**src/common/blaster_pkg.sv**
```systemverilog
package blaster_pkg;

	//////////////////////////////////////////////////////////////////////
	// adc words
	//////////////////////////////////////////////////////////////////////

	// offset coded converter word
	typedef struct packed {
		logic        neg;   // set for negative readings
		logic [10:0] mag_n; // magnitude, inverted
	} adc_fields_t;

	typedef union packed {
		logic [11:0] raw;
		adc_fields_t f;
	} adc_word_u;

	// positive magnitude, negative clips to zero
	function automatic logic [10:0] adc_magnitude(input adc_word_u w);
		return w.f.neg ? 11'd0 : ~w.f.mag_n;
	endfunction

	//////////////////////////////////////////////////////////////////////
	// keypad codes
	//////////////////////////////////////////////////////////////////////

	typedef logic [4:0] key_code_t; // bit 4 pressed, 3:0 index

	localparam key_code_t KEY_CHARGE     = 5'h1A;
	localparam key_code_t KEY_DUMP       = 5'h1B;
	localparam key_code_t KEY_TONE_FIRST = 5'h11;
	localparam key_code_t KEY_TONE_LAST  = 5'h18;

	// half period reloads for keys 11..18
	localparam logic [0:7][15:0] TONE_HALF = {
		16'h2CCA, 16'h27E7, 16'h238D, 16'h218E,
		16'h1DE5, 16'h1AA2, 16'h17BA, 16'h1665
	};

	// analog levels in adc counts
	localparam logic [11:0] DN_PER_AMP    = 12'd205;
	localparam logic [11:0] CUR_HYST      = 12'd20;  // about 10% of 1 A
	localparam logic [11:0] CUR_SEEN      = 12'd100; // half an amp
	localparam logic [11:0] CUR_LOW       = 12'd32;
	localparam logic [11:0] VCAP_MIN      = 12'd256; // 50 V
	localparam logic [11:0] DV_LIMIT      = 12'd40;  // rise per sample at burn
	localparam logic [11:0] VCAP_ARM_ON   = 12'd1496; // 300 V
	localparam logic [11:0] VCAP_ARM_OFF  = 12'd249;  // 50 V

	// pulse timing at 48 MHz
	localparam logic [15:0] PULSE_MIN_ON  = 16'd32;
	localparam logic [15:0] PULSE_MAX_ON  = 16'd768; // 16 us
	localparam logic [15:0] PULSE_MIN_OFF = 16'd192; // 4 us

	localparam int FIRE_CNT_W = 28;
	localparam int KEY_DIV_W  = 12;

endpackage

```
**src/common/adc_if.sv**
```systemverilog
`timescale 1ns/1ps

interface adc_if import blaster_pkg::*; ();

	adc_word_u iout;   // a0 output current
	adc_word_u vcap;   // a1 cap voltage
	adc_word_u vout;   // b1 output voltage
	logic      strobe; // new sample this cycle

	modport source (
		output iout, vcap, vout, strobe
	);

	// words hold between strobes
	modport monitor (
		input iout, vcap, vout, strobe
	);

endinterface

```
**src/fire_sequencer.sv**
```systemverilog
`timescale 1ns/1ps

module fire_sequencer import blaster_pkg::*; #(
	parameter int unsigned DEBOUNCE_CYC = 480000,
	parameter int unsigned STEP_CYC     = 524288,
	parameter int unsigned FIRE_END_CYC = 64000000
) (
	input  logic       clk,
	input  logic       reset,
	input  logic       fire_button,
	input  logic       lt3420_done,
	input  logic [2:0] iset,          // active low switches
	input  key_code_t  key,
	adc_if.monitor     adc,
	output logic       fire_flag,
	output logic       setpoint_high,
	output logic       lt3420_charge,
	output logic       dump,
	output logic       arm_led
);

	localparam logic [FIRE_CNT_W-1:0] CNT_DEBOUNCE = FIRE_CNT_W'(DEBOUNCE_CYC);
	localparam logic [FIRE_CNT_W-1:0] CNT_START    = FIRE_CNT_W'(DEBOUNCE_CYC + 1);
	localparam logic [FIRE_CNT_W-1:0] CNT_STEP     = FIRE_CNT_W'(STEP_CYC);
	localparam logic [FIRE_CNT_W-1:0] CNT_END      = FIRE_CNT_W'(FIRE_END_CYC);

	logic [FIRE_CNT_W-1:0] fire_count;
	logic                  fire_done;  // window over, cap dumps
	logic                  charge;     // power on charge
	logic [10:0]           vcap_mag;

	assign vcap_mag = adc_magnitude(adc.vcap);

	//////////////////////////////////////////////////////////////////////
	// fire window

	always_ff @(posedge clk) begin
		if (reset) begin
			fire_count    <= '0;
			fire_flag     <= 1'b0;
			fire_done     <= 1'b0;
			setpoint_high <= 1'b0;
		end else begin
			// released button clears only while still debouncing
			fire_count <= (!fire_button && fire_count < CNT_DEBOUNCE) ? '0 : fire_count + 1'b1;
			if (fire_count == CNT_START && !fire_done)
				fire_flag <= 1'b1;
			else if (fire_count == CNT_END)
				fire_flag <= 1'b0;
			if (fire_count == CNT_END)
				fire_done <= 1'b1; // one shot per power up
			setpoint_high <= (fire_count >= CNT_STEP) && !fire_done; // 2 A then 4 A
		end
	end

	//////////////////////////////////////////////////////////////////////
	// power on charge

	always_ff @(posedge clk) begin
		if (reset)
			charge <= !iset[2]; // sw2 low enables auto charge
		else if (lt3420_done && charge)
			charge <= 1'b0;
	end

	assign lt3420_charge = charge || key == KEY_CHARGE;
	assign dump = fire_done || !iset[1] || key == KEY_DUMP; // sw1 forces dump

	// arm led with 300 V on and 50 V off
	always_ff @(posedge clk) begin
		if (reset)
			arm_led <= 1'b0;
		else if (adc.strobe && {1'b0, vcap_mag} > VCAP_ARM_ON)
			arm_led <= 1'b1;
		else if (adc.strobe && {1'b0, vcap_mag} < VCAP_ARM_OFF)
			arm_led <= 1'b0;
	end

	a_flag_not_done: assert property (@(posedge clk) disable iff (reset)
		!(fire_flag && fire_done));

endmodule

```
**src/pulse/pulse_controller.sv**
```systemverilog
`timescale 1ns/1ps

module pulse_controller import blaster_pkg::*; (
	input  logic   clk,
	input  logic   reset,
	input  logic   fire_flag,
	input  logic   setpoint_high,
	input  logic   burn,
	adc_if.monitor adc,
	output logic   pwm
);

	logic [11:0] setpoint;
	logic [11:0] thresh_hi;  // stop pulse above
	logic [11:0] thresh_lo;  // start pulse below
	logic [11:0] iout_mag;
	logic [15:0] pulse_time; // on or off time so far

	// 2 A at start, 4 A after the step
	assign setpoint  = setpoint_high ? 12'(DN_PER_AMP << 2) : 12'(DN_PER_AMP << 1);
	assign thresh_hi = setpoint + CUR_HYST;
	assign thresh_lo = setpoint - CUR_HYST;
	assign iout_mag  = {1'b0, adc_magnitude(adc.iout)};

	//////////////////////////////////////////////////////////////////////
	// pulse generator

	always_ff @(posedge clk) begin
		if (reset) begin
			pwm        <= 1'b0;
			pulse_time <= '0;
		end else if (pwm) begin
			// an on pulse always runs to its end
			if (pulse_time < PULSE_MIN_ON) begin
				pulse_time <= pulse_time + 1'b1;
			end else if (burn || pulse_time >= PULSE_MAX_ON || iout_mag > thresh_hi) begin
				pwm        <= 1'b0;
				pulse_time <= '0;
			end else begin
				pulse_time <= pulse_time + 1'b1;
			end
		end else if (fire_flag && !burn) begin
			if (pulse_time < PULSE_MIN_OFF) begin
				pulse_time <= pulse_time + 1'b1; // min off time
			end else if (iout_mag < thresh_lo) begin
				pwm        <= 1'b1;
				pulse_time <= 16'd1;
			end else begin
				pulse_time <= pulse_time + 1'b1; // wait for current to decay
			end
		end else begin
			pulse_time <= '0; // idle
		end
	end

	// covers every path that ends a pulse
	a_max_on: assert property (@(posedge clk) disable iff (reset)
		$rose(pwm) |-> ##[1:PULSE_MAX_ON] !pwm);

endmodule

```
**src/pulse/burn_detect.sv**
```systemverilog
`timescale 1ns/1ps

module burn_detect import blaster_pkg::*; (
	input  logic   clk,
	input  logic   reset,
	input  logic   fire_flag,
	adc_if.monitor adc,
	output logic   burn
);

	logic [11:0]        iout_mag;
	logic [11:0]        vcap_mag;
	logic [11:0]        vout_mag;
	logic [10:0]        vout_prev;    // vout at last strobe
	logic               current_seen; // igniter drew current
	logic signed [12:0] dv;           // vout rise per sample
	logic               open_circuit;

	assign iout_mag = {1'b0, adc_magnitude(adc.iout)};
	assign vcap_mag = {1'b0, adc_magnitude(adc.vcap)};
	assign vout_mag = {1'b0, adc_magnitude(adc.vout)};
	assign dv = $signed({1'b0, vout_mag}) - $signed({2'b00, vout_prev});

	// current gone or output at cap level with charge left
	assign open_circuit = current_seen && vcap_mag > VCAP_MIN &&
		(iout_mag < CUR_LOW || vout_mag > vcap_mag);

	always_ff @(posedge clk) begin
		if (reset) begin
			burn         <= 1'b0;
			current_seen <= 1'b0;
			vout_prev    <= '0;
		end else if (adc.strobe) begin
			vout_prev <= vout_mag[10:0];
			if (fire_flag && iout_mag > CUR_SEEN)
				current_seen <= 1'b1;
			// sticky until reset
			if (fire_flag && (dv > $signed({1'b0, DV_LIMIT}) || open_circuit))
				burn <= 1'b1;
		end
	end

endmodule

```
**src/key_scan.sv**
```systemverilog
`timescale 1ns/1ps

module key_scan import blaster_pkg::*; (
	input  logic       clk,
	input  logic       reset,
	input  logic [2:0] keypad_col, // pulled low by a pressed key
	output logic [3:0] keypad_row, // one driven low at a time
	output key_code_t  key
);

	logic [KEY_DIV_W-1:0] div;
	logic [1:0]           row_sel;
	logic [2:0]           col;  // captured, active high
	logic [3:0]           row;
	logic                 flag; // key seen this scan

	assign row_sel = div[KEY_DIV_W-1 -: 2];

	// 4x3 layout, fire key 10 sits with the zero
	function automatic key_code_t decode(input logic [2:0] c, input logic [3:0] r);
		if (c == 3'b001)
			return r[0] ? 5'h13 : r[1] ? 5'h16 : r[2] ? 5'h19 : r[3] ? 5'h1B : 5'h00;
		else if (c[2:1] == 2'b01)
			return r[0] ? 5'h12 : r[1] ? 5'h15 : r[2] ? 5'h18 : r[3] ? 5'h10 : 5'h00;
		else if (c[2])
			return r[0] ? 5'h11 : r[1] ? 5'h14 : r[2] ? 5'h17 : r[3] ? 5'h1A : 5'h00;
		else
			return 5'h00;
	endfunction

	//////////////////////////////////////////////////////////////////////
	// row driver and column sampler

	always_ff @(posedge clk) begin
		if (reset) begin
			div        <= '0;
			keypad_row <= 4'hF;
			col        <= '0;
			row        <= '0;
			flag       <= 1'b0;
			key        <= '0;
		end else begin
			div <= div + 1'b1;
			for (int i = 0; i < 4; i++)
				keypad_row[i] <= row_sel != 2'(i); // 1024 cycles per row
			if (div == '0) begin
				flag <= 1'b0; // new scan
			end else if (div == '1 && !flag) begin
				col <= '0; // nothing pressed all scan
				row <= '0;
			end else if (div[9:0] == 10'h3F0 && keypad_col != 3'b111) begin
				flag <= 1'b1; // sample late in the row
				col  <= ~keypad_col;
				row  <= ~keypad_row;
			end
			key <= decode(col, row);
		end
	end

	a_one_row: assert property (@(posedge clk) disable iff (reset)
		$onehot0(~keypad_row));

endmodule

```
**src/tone_gen.sv**
```systemverilog
`timescale 1ns/1ps

module tone_gen import blaster_pkg::*; (
	input  logic      clk,
	input  logic      reset,
	input  key_code_t key,
	output logic      speaker,
	output logic      speaker_n
);

	logic [15:0] tone_cnt;
	logic        phase;
	logic        tone_key; // one of keys 11..18 held
	logic [2:0]  tone_idx;

	assign tone_key = key >= KEY_TONE_FIRST && key <= KEY_TONE_LAST;
	assign tone_idx = 3'(key - KEY_TONE_FIRST);

	// half period is reload plus one
	always_ff @(posedge clk) begin
		if (reset) begin
			tone_cnt <= '0;
			phase    <= 1'b0;
		end else if (!tone_key) begin
			tone_cnt <= '0;
			phase    <= 1'b0;
		end else if (tone_cnt == '0) begin
			phase    <= ~phase;
			tone_cnt <= TONE_HALF[tone_idx];
		end else begin
			tone_cnt <= tone_cnt - 1'b1;
		end
	end

	// differential drive doubles the swing
	assign speaker   = phase && tone_key;
	assign speaker_n = !speaker;

endmodule

```
**src/blaster_top.sv**
```systemverilog
`timescale 1ns/1ps

module blaster_top import blaster_pkg::*; #(
	parameter int unsigned DEBOUNCE_CYC = 480000,   // 10 ms
	parameter int unsigned STEP_CYC     = 524288,   // setpoint step
	parameter int unsigned FIRE_END_CYC = 64000000  // 1.33 s window
) (
	input  logic        clk,
	input  logic        reset,
	input  logic        fire_button,
	input  logic        lt3420_done,
	input  logic [2:0]  iset,
	input  logic [11:0] ad_iout,
	input  logic [11:0] ad_vcap,
	input  logic [11:0] ad_vout,
	input  logic        ad_strobe,
	input  logic [2:0]  keypad_col,
	output logic        pwm,
	output logic        dump,
	output logic        lt3420_charge,
	output logic        arm_led,
	output logic        speaker,
	output logic        speaker_n,
	output logic [3:0]  keypad_row
);

	logic      fire_flag;
	logic      setpoint_high;
	logic      burn;
	key_code_t key;

	//////////////////////////////////////////////////////////////////////
	// sampled adc channels

	adc_if adc ();

	assign adc.iout.raw = ad_iout;
	assign adc.vcap.raw = ad_vcap;
	assign adc.vout.raw = ad_vout;
	assign adc.strobe   = ad_strobe;

	fire_sequencer #(
		.DEBOUNCE_CYC (DEBOUNCE_CYC),
		.STEP_CYC     (STEP_CYC),
		.FIRE_END_CYC (FIRE_END_CYC)
	) u_fire (
		.clk, .reset, .fire_button, .lt3420_done, .iset, .key,
		.adc           (adc.monitor),
		.fire_flag, .setpoint_high, .lt3420_charge, .dump, .arm_led
	);

	pulse_controller u_pulse (
		.clk, .reset, .fire_flag, .setpoint_high, .burn,
		.adc (adc.monitor),
		.pwm
	);

	burn_detect u_burn (.clk, .reset, .fire_flag, .adc(adc.monitor), .burn);

	key_scan u_keys (.clk, .reset, .keypad_col, .keypad_row, .key);

	tone_gen u_tone (.clk, .reset, .key, .speaker, .speaker_n);

endmodule

```
**config.mk**
```make
export PLATFORM = sky130hd
export DESIGN_NAME = blaster_top
export DESIGN_NICKNAME = d
export VERILOG_FILES = /design/src/common/blaster_pkg.sv /design/src/common/adc_if.sv /design/src/fire_sequencer.sv /design/src/pulse/pulse_controller.sv /design/src/pulse/burn_detect.sv /design/src/key_scan.sv /design/src/tone_gen.sv /design/src/blaster_top.sv
export SDC_FILE = /design/constraint.sdc
export NUM_CORES = 1
export LEC_CHECK = 0
export BUFFER_PORTS_ARGS = -buffer_cell sky130_fd_sc_hd__buf_2
export CORE_UTILIZATION = 55
export CTS_CLUSTER_SIZE = 24
export DETAILED_ROUTE_END_ITERATION = 8
export PLACE_DENSITY = 0.77
export SLEW_MARGIN = 5
export SYNTH_ARGS = -nofsm -noshare
export SYNTH_HDL_FRONTEND = slang
export SYNTH_SLANG_ARGS = --single-unit
```
**constraint.sdc**
```tcl
create_clock -name clk -period 3.15 [get_ports clk]
set_input_delay 0.4725 -clock clk [delete_from_list [all_inputs] [get_ports clk]]
set_output_delay 0.4725 -clock clk [all_outputs]
set_load 0.005 [all_outputs]
```
==> results.yml, run 1 <==
timing:
  fmax_ghz: 0.360
  fin_worst_skew_ns: 0.00924
  hold_viol_final: 0
  finalCritPeriodShare_pct: 88.1
  setup_viol: 0
  slew_violations: 0
  finalCriticalPeriod_ns: 2.78
  worst_pin_slew_ns: 0.662
  maxSlewHeadroom_pct: 55.7
  setup-tns-final_ns: 0
  rsz0062_at_grt: "no"
floorplan:
  core_area_sq_um: 11500
  ios: 57
  die_w_um: 111
  start_util_pct: 56.8
  rows: 39
  die_h_um: 111
  dieArea_sq_um: 12300
power:
  powerDensity_nw_per_um2: 408
  p_leak_nw: 2.83
  seq_power_share_pct: 48.0
  sw_frac_of_total_pct: 25.6
  power.share.combinational_pct: 11.9
  p_int_mw: 2.19
  p_sw_mw: 0.754
  power_frac_clock_pct: 40.1
  power_mw: 2.95
  irDropWorstVdd_v: 0.000475
flow_run:
  maxCapViolCount: 0
worst_hold_path:
  hold_start: "keypad_col[2]"
  hp-class: "in -> reg"
clock_network:
  postCtsSetupRepairBufs: 0
  clk_latency_ns: 0.36
  root_buffer: "clkbuf_16"
  cts_resized: 0
  ctsLongestPathBuffers: 2
  ctsHoldBuffers: 0
  tritoncts: "built"
  clkSinkCount: 109
  path_clk_slew_ns: 0.07
  cts-buffers-inserted: 9
  h-tree-depth: 3
worst_setup_path:
  crit_slowest_cell: "fa_1"
  r2r_slack_ns: 0.40
  required_ns: 3.38
  start_kind: "primary input"
  r2r_end: "u_burn.burn$_SDFFE_PP0P_"
  worstSetupEndpointType: "register"
  worstReg2RegStart: "u_burn.vout_prev[3]$_SDFFE_PP0P_"
  worstPathMaxFanout: 4
  critPathMaxStageDelay_ns: 0.43
  cp-endpoint: "u_burn.burn$_SDFFE_PP0P_"
  reg2regPathDepth: 9
  arrival_ns: 3.00
  crit_start: "ad_vout[11]"
  cp_cell_sequence: "buf_2 -> nor2_1 -> inv_1 -> ha_1 -> fa_1 -> nor3_1 -> a22oi_2 -> a311oi_1 -> o2111ai_1 -> a221o_1 -> o31ai_1 -> o311ai_1"
  crit_type: "in -> reg"
drt:
  drt-initial-drc-count: 362
  wl_um: 14200
  via_per_inst: 5.86
  vias: 5812
  dr.pass1.iters: 5
  ant_nets: 0
  drc: 0
  post_drt_wl_per_cell_um: 14.3
placement:
  dp_hpwl_um: 10400
  io_buffers: 55
  place_inst: 975
  placed_cell_area_sq_um: 6910
  gp_congestion: 0.912
logic_synthesis:
  synth-async-reset-ratio_pct: 0
  ys_seq_area_share_pct: 33.6
  synth_nets: 889
  synth_area_per_cell_sq_um: 8.14
  syn_area_sq_um: 6510
  yosys_warnings: 0
  synthFlopType: "dfxtp_1"
  post-synth-top-area-fraction_pct: 33.2
  yosys.area.top_type: "dfxtp_1"
  synthTopCellsByArea: "dfxtp_1 (33%), ha_1 (7.9%), nor2_1 (7.6%), xor2_1 (5.1%), a211oi_1 (4.4%)"
  synth-seq-cells: 109
  netlist_instances: 800
  synth_edf_count: 1
  synth_cell_types: 74
cells_and_area:
  fillers: 972
  mostFrequentLayoutCells: "nor2_1 (132), dfxtp_1 (108), buf_2 (55)"
  final_cell_area_sq_um: 7220
  seqCellArea_sq_um: 2190
  layout.nets: 932
  fin_cells: 991
  drive_above_1_share_pct: 11.8
  multiInputGateArea_sq_um: 4030
  syn2layout_area_growth_pct: 10.9
  num_antenna_cells: 0
  layout_commonest_cell: "nor2_1"
run_status:
  outcome: "finished, final reports clean"
global_route:
  grt_overflow: 0
  grt_pass1_wl_um: 24500
  grt_pass1_vias: 5473
  grtUsageTotal_pct: 23.9
  grt_max_degree: 55
  antenna_found_initial: 0
-- worst max-delay path: cells and delay by family --
| kind | cells | cell delay (ns) |
|---|---|---|
| AO/OA/AOI/OAI | 6 | 1.35 |
| AND/OR/NAND/NOR | 2 | 0.34 |
| adder cells (fa/ha/maj) | 2 | 0.63 |
| buffers and inverters | 2 | 0.21 |
-- power by group through the flow --
stage / Clock [mW] / Combinational (mW) / Sequential, mW
after global placement: 0 / 0.336 / 1.45
after CTS: 1.21 / 0.351 / 1.41
after detailed placement: 0 / 0.348 / 1.45
after global routing: 1.26 / 0.392 / 1.42
after floorplan: 0 / 0.250 / 1.44
final: 1.18 / 0.352 / 1.41
-- per-stage QoR --
stage / utilization (%) / hold WS [ns] / setup WS [ns]
floorplan: - / 0.416 / 0.0554
global placement: 60.3 / 0.424 / 0.0889
detailed placement: 60.3 / 0.435 / 0.0135
CTS: 63.0 / 0.314 / 0.381
global route: 63.0 / 0.317 / 0.116
finish: 63.0 / 0.327 / 0.374
-- state kept, by name (all words and copies together) (netlist names), 3 cells and up --
register,count
u_fire.fire_count,28
u_keys.div,12
u_burn.vout_prev,11
u_keys.key,5
u_keys.keypad_row,4
u_pulse.pulse_time,16
u_keys.col,3
u_tone.tone_cnt,16
u_keys.row,4
-- kinds of logic after synthesis --
logic type                 Yosys count  synth area share (%)
DFF                                109                  33.6
adders and majority gates           43                  8.33
muxes                               14                  2.19
buffers and inverters               73                  4.44
AOI/OAI and AO/OA                  146                  15.9
and+or+nand+nor                    347                  26.3
xor gates and xnor gates            68                  9.14
-- worst min-delay path by stage --
stage / end / slack [ns] / cells after the start
after detailed placement: u_keys.row[1]$_SDFFE_PP0P_ / 0.43 / 1
final: u_keys.col[2]$_SDFFE_PP0P_ / 0.33 / 2
after CTS: u_keys.col[2]$_SDFFE_PP0P_ / 0.31 / 2
after global placement: u_keys.row[1]$_SDFFE_PP0P_ / 0.42 / 1
after floorplan: u_keys.keypad_row[2]$_SDFF_PP1_ / 0.42 / 1
after global routing: u_keys.col[2]$_SDFFE_PP0P_ / 0.32 / 2
-- metal layers --
metal / track usage [%] / routed length, um / vias to the layer above
li1: - / - / 2920
met1: 30.2 / 6730 / 2735
met2: 40.2 / 6690 / 134
met3: 5.47 / 563 / 23
met4: 7.64 / 218 / 0
met5: 0 / 0 / -
-- cell usage after synthesis, drive strengths merged, types with 8 or more instances --
cell type    n
nor2b        9
or3         11
nand2       53
xnor2       30
nor3        21
a21oi       25
nand3       34
xor2        38
inv         41
and3         8
nand2b      10
buf         12
ha          41
nor4        16
nor2       132
clkbuf      20
a211oi      38
dfxtp      108
mux2i       12
o21ai       23
nand4       10
or2         11
-- area by class of cell --
cell class | instances | area share, %
sequential | 109 | 30.3
timing repair buffer | 64 | 4.92
clock inverter | 5 | 0.918
clock buffer | 11 | 3.36
tap | 143 | 2.48
inverter | 41 | 2.13
multi-input combinational | 618 | 55.8
(Power assumes the default switching activity.)
==> inputs of run 2 (changes only) <==
--- a/config.mk
+++ b/config.mk
@@ -9,7 +9,7 @@
 export CORE_UTILIZATION = 55
 export CTS_CLUSTER_SIZE = 24
 export DETAILED_ROUTE_END_ITERATION = 8
-export PLACE_DENSITY = 0.77
+export PLACE_DENSITY = 0.87
 export SLEW_MARGIN = 5
 export SYNTH_ARGS = -nofsm -noshare
 export SYNTH_HDL_FRONTEND = slang
==> run 2 against run 1 <==
Compared with the run above: the run now ends with design-rule violations left; critical path depth unchanged; non-clock buffer count grew 8; wire length down 1.0%; sequential share of layout area down 0.16 points; flip-flop and latch count stayed put.
==> results.yml, run 2 (same netlist as run 1, synthesis figures left out) <==
timing:
  hold_ws_ns: 0.326
  rsz0062_at_grt: "no"
  worst_pin_slew_ns: 0.648
  finalCritPeriodShare_pct: 91.9
  fmax_ghz: 0.345
  setup-tns-final_ns: 0
  setup_viol: 0
  slew_violations: 0
  finalCriticalPeriod_ns: 2.89
  hold_viol_final: 0
  maxSlewHeadroom_pct: 56.5
  fin_ws_ns: 0.255
  fin_worst_skew_ns: 0.00485
flow_run:
  maxCapViolCount: 0
clock_network:
  postCtsSetupRepairBufs: 0
  path_clk_slew_ns: 0.07
  cts-buffers-inserted: 9
  clk_latency_ns: 0.35
  tritoncts: "built"
  clkSinkCount: 109
  h-tree-depth: 3
  root_buffer: "clkbuf_16"
  cts_resized: 0
  ctsHoldBuffers: 0
  ctsLongestPathBuffers: 2
worst_hold_path:
  hp-class: "in -> reg"
  whs_path_depth: 2
floorplan:
  dieArea_sq_um: 12300
  die_w_um: 111
  rows: 39
  die_h_um: 111
  core_area_sq_um: 11500
  start_util_pct: 56.8
  ios: 57
placement:
  placed_cell_area_sq_um: 6960
  gp_congestion: 0.957
  place_inst: 983
  place_ws_ns: -0.0529
  io_buffers: 55
  dp_hpwl_um: 10200
run_status:
  outcome: "complete, but fails checks"
  violations: "design-rule violations"
cells_and_area:
  reg_top3: "u_fire.fire_count (28), u_pulse.pulse_time (16), u_tone.tone_cnt (16)"
  layout_commonest_cell: "nor2_1"
  mostFrequentLayoutCells: "nor2_1 (132), dfxtp_1 (108), buf_2 (55)"
  syn2layout_area_growth_pct: 11.4
  num_antenna_cells: 0
  drive_above_1_share_pct: 12.6
  final_cell_area_sq_um: 7260
  layout.nets: 940
  fin_cells: 998
  largest_register: "u_fire.fire_count"
  largest_reg_flops: 28
  fillers: 997
worst_setup_path:
  arrival_ns: 3.12
  worstPathMaxFanout: 5
  reg2regPathDepth: 9
  crit_type: "in -> reg"
  required_ns: 3.38
  start_kind: "primary input"
  worstSetupEndpointType: "register"
drt:
  drc: 3
  post_drt_wl_per_cell_um: 14.1
  ant_nets: 0
  via_per_inst: 5.82
  vias: 5813
  drt-initial-drc-count: 440
  dr.pass1.iters: 9
  wl_um: 14100
global_route:
  grt_pass1_vias: 5261
  grtUsageTotal_pct: 22.9
  grt_max_degree: 29
  grt_overflow: 0
  antenna_found_initial: 0
  grt_pass1_wl_um: 23600
power:
  p_leak_nw: 2.86
  irDropWorstVdd_v: 0.000472
  powerDensity_nw_per_um2: 404
-- run 2: cell count changes in the layout (fill, tap and decap cells not counted) --
| cell | before | now |
|---|---|---|
| buf_4 | 8 | 17 |
| buf_12 | 1 | 0 |
| clkbuf_1 | 1 | 0 |
| clkinv_2 | 0 | 1 |
| inv_8 | 1 | 0 |
-- run 2: routing by layer --
metal	up-vias	wire length, um	global-route usage, %
li1	2938	-	-
met1	2713	6870	30.7
met2	145	6310	37.2
met3	17	705	5.58
met4	0	170	5.16
met5	-	0	0
-- run 2: cell type report --
cell class	count	area (sq um)	area share, %
Clock buffer	10	239	3.29
Clock inverter	5	60.1	0.827
Inverter	41	154	2.12
Multi-Input combinational cell	618	4030	55.6
Sequential cell	109	2190	30.2
Tap cell	143	179	2.46
Timing Repair Buffer	72	403	5.55
-- run 2: worst paths after layout --
path	from	endpoint	slack, ns
max	ad_vout[11]	u_burn.burn$_SDFFE_PP0P_	0.26
max reg2reg	u_burn.vout_prev[0]$_SDFFE_PP0P_	u_burn.burn$_SDFFE_PP0P_	0.36
min	keypad_col[2]	u_keys.col[2]$_SDFFE_PP0P_	0.33
min reg2reg	u_keys.keypad_row[0]$_SDFF_PP1_	u_keys.row[0]$_SDFFE_PP0P_	0.45
-- run 2: worst max-delay path, stage by stage --
cell and delay, ns:
buf_2 0.10, nor2_1 0.14, inv_1 0.08, ha_1 0.21
fa_1 0.46, nor3_1 0.21, a22oi_2 0.11, a311oi_1 0.39
o2111ai_1 0.18, a221o_1 0.38, o31ai_1 0.25, o311ai_1 0.13
-- run 2: metrics by stage --
stage,utilization [%],power (mW)
3_3_place_gp,60.7,1.79
5_1_grt,63.3,3.05
3_5_place_dp,60.7,1.80
4_1_cts,63.3,2.96
2_1_floorplan,-,1.69
6_report,63.3,2.93
-- run 2: power by group --
group	internal (mW)	switching, mW	total (mW)	leakage [nW]
registers	1.40	0.0171	1.41	0.883
logic	0.154	0.211	0.365	1.84
clock network	0.637	0.518	1.15	0.145
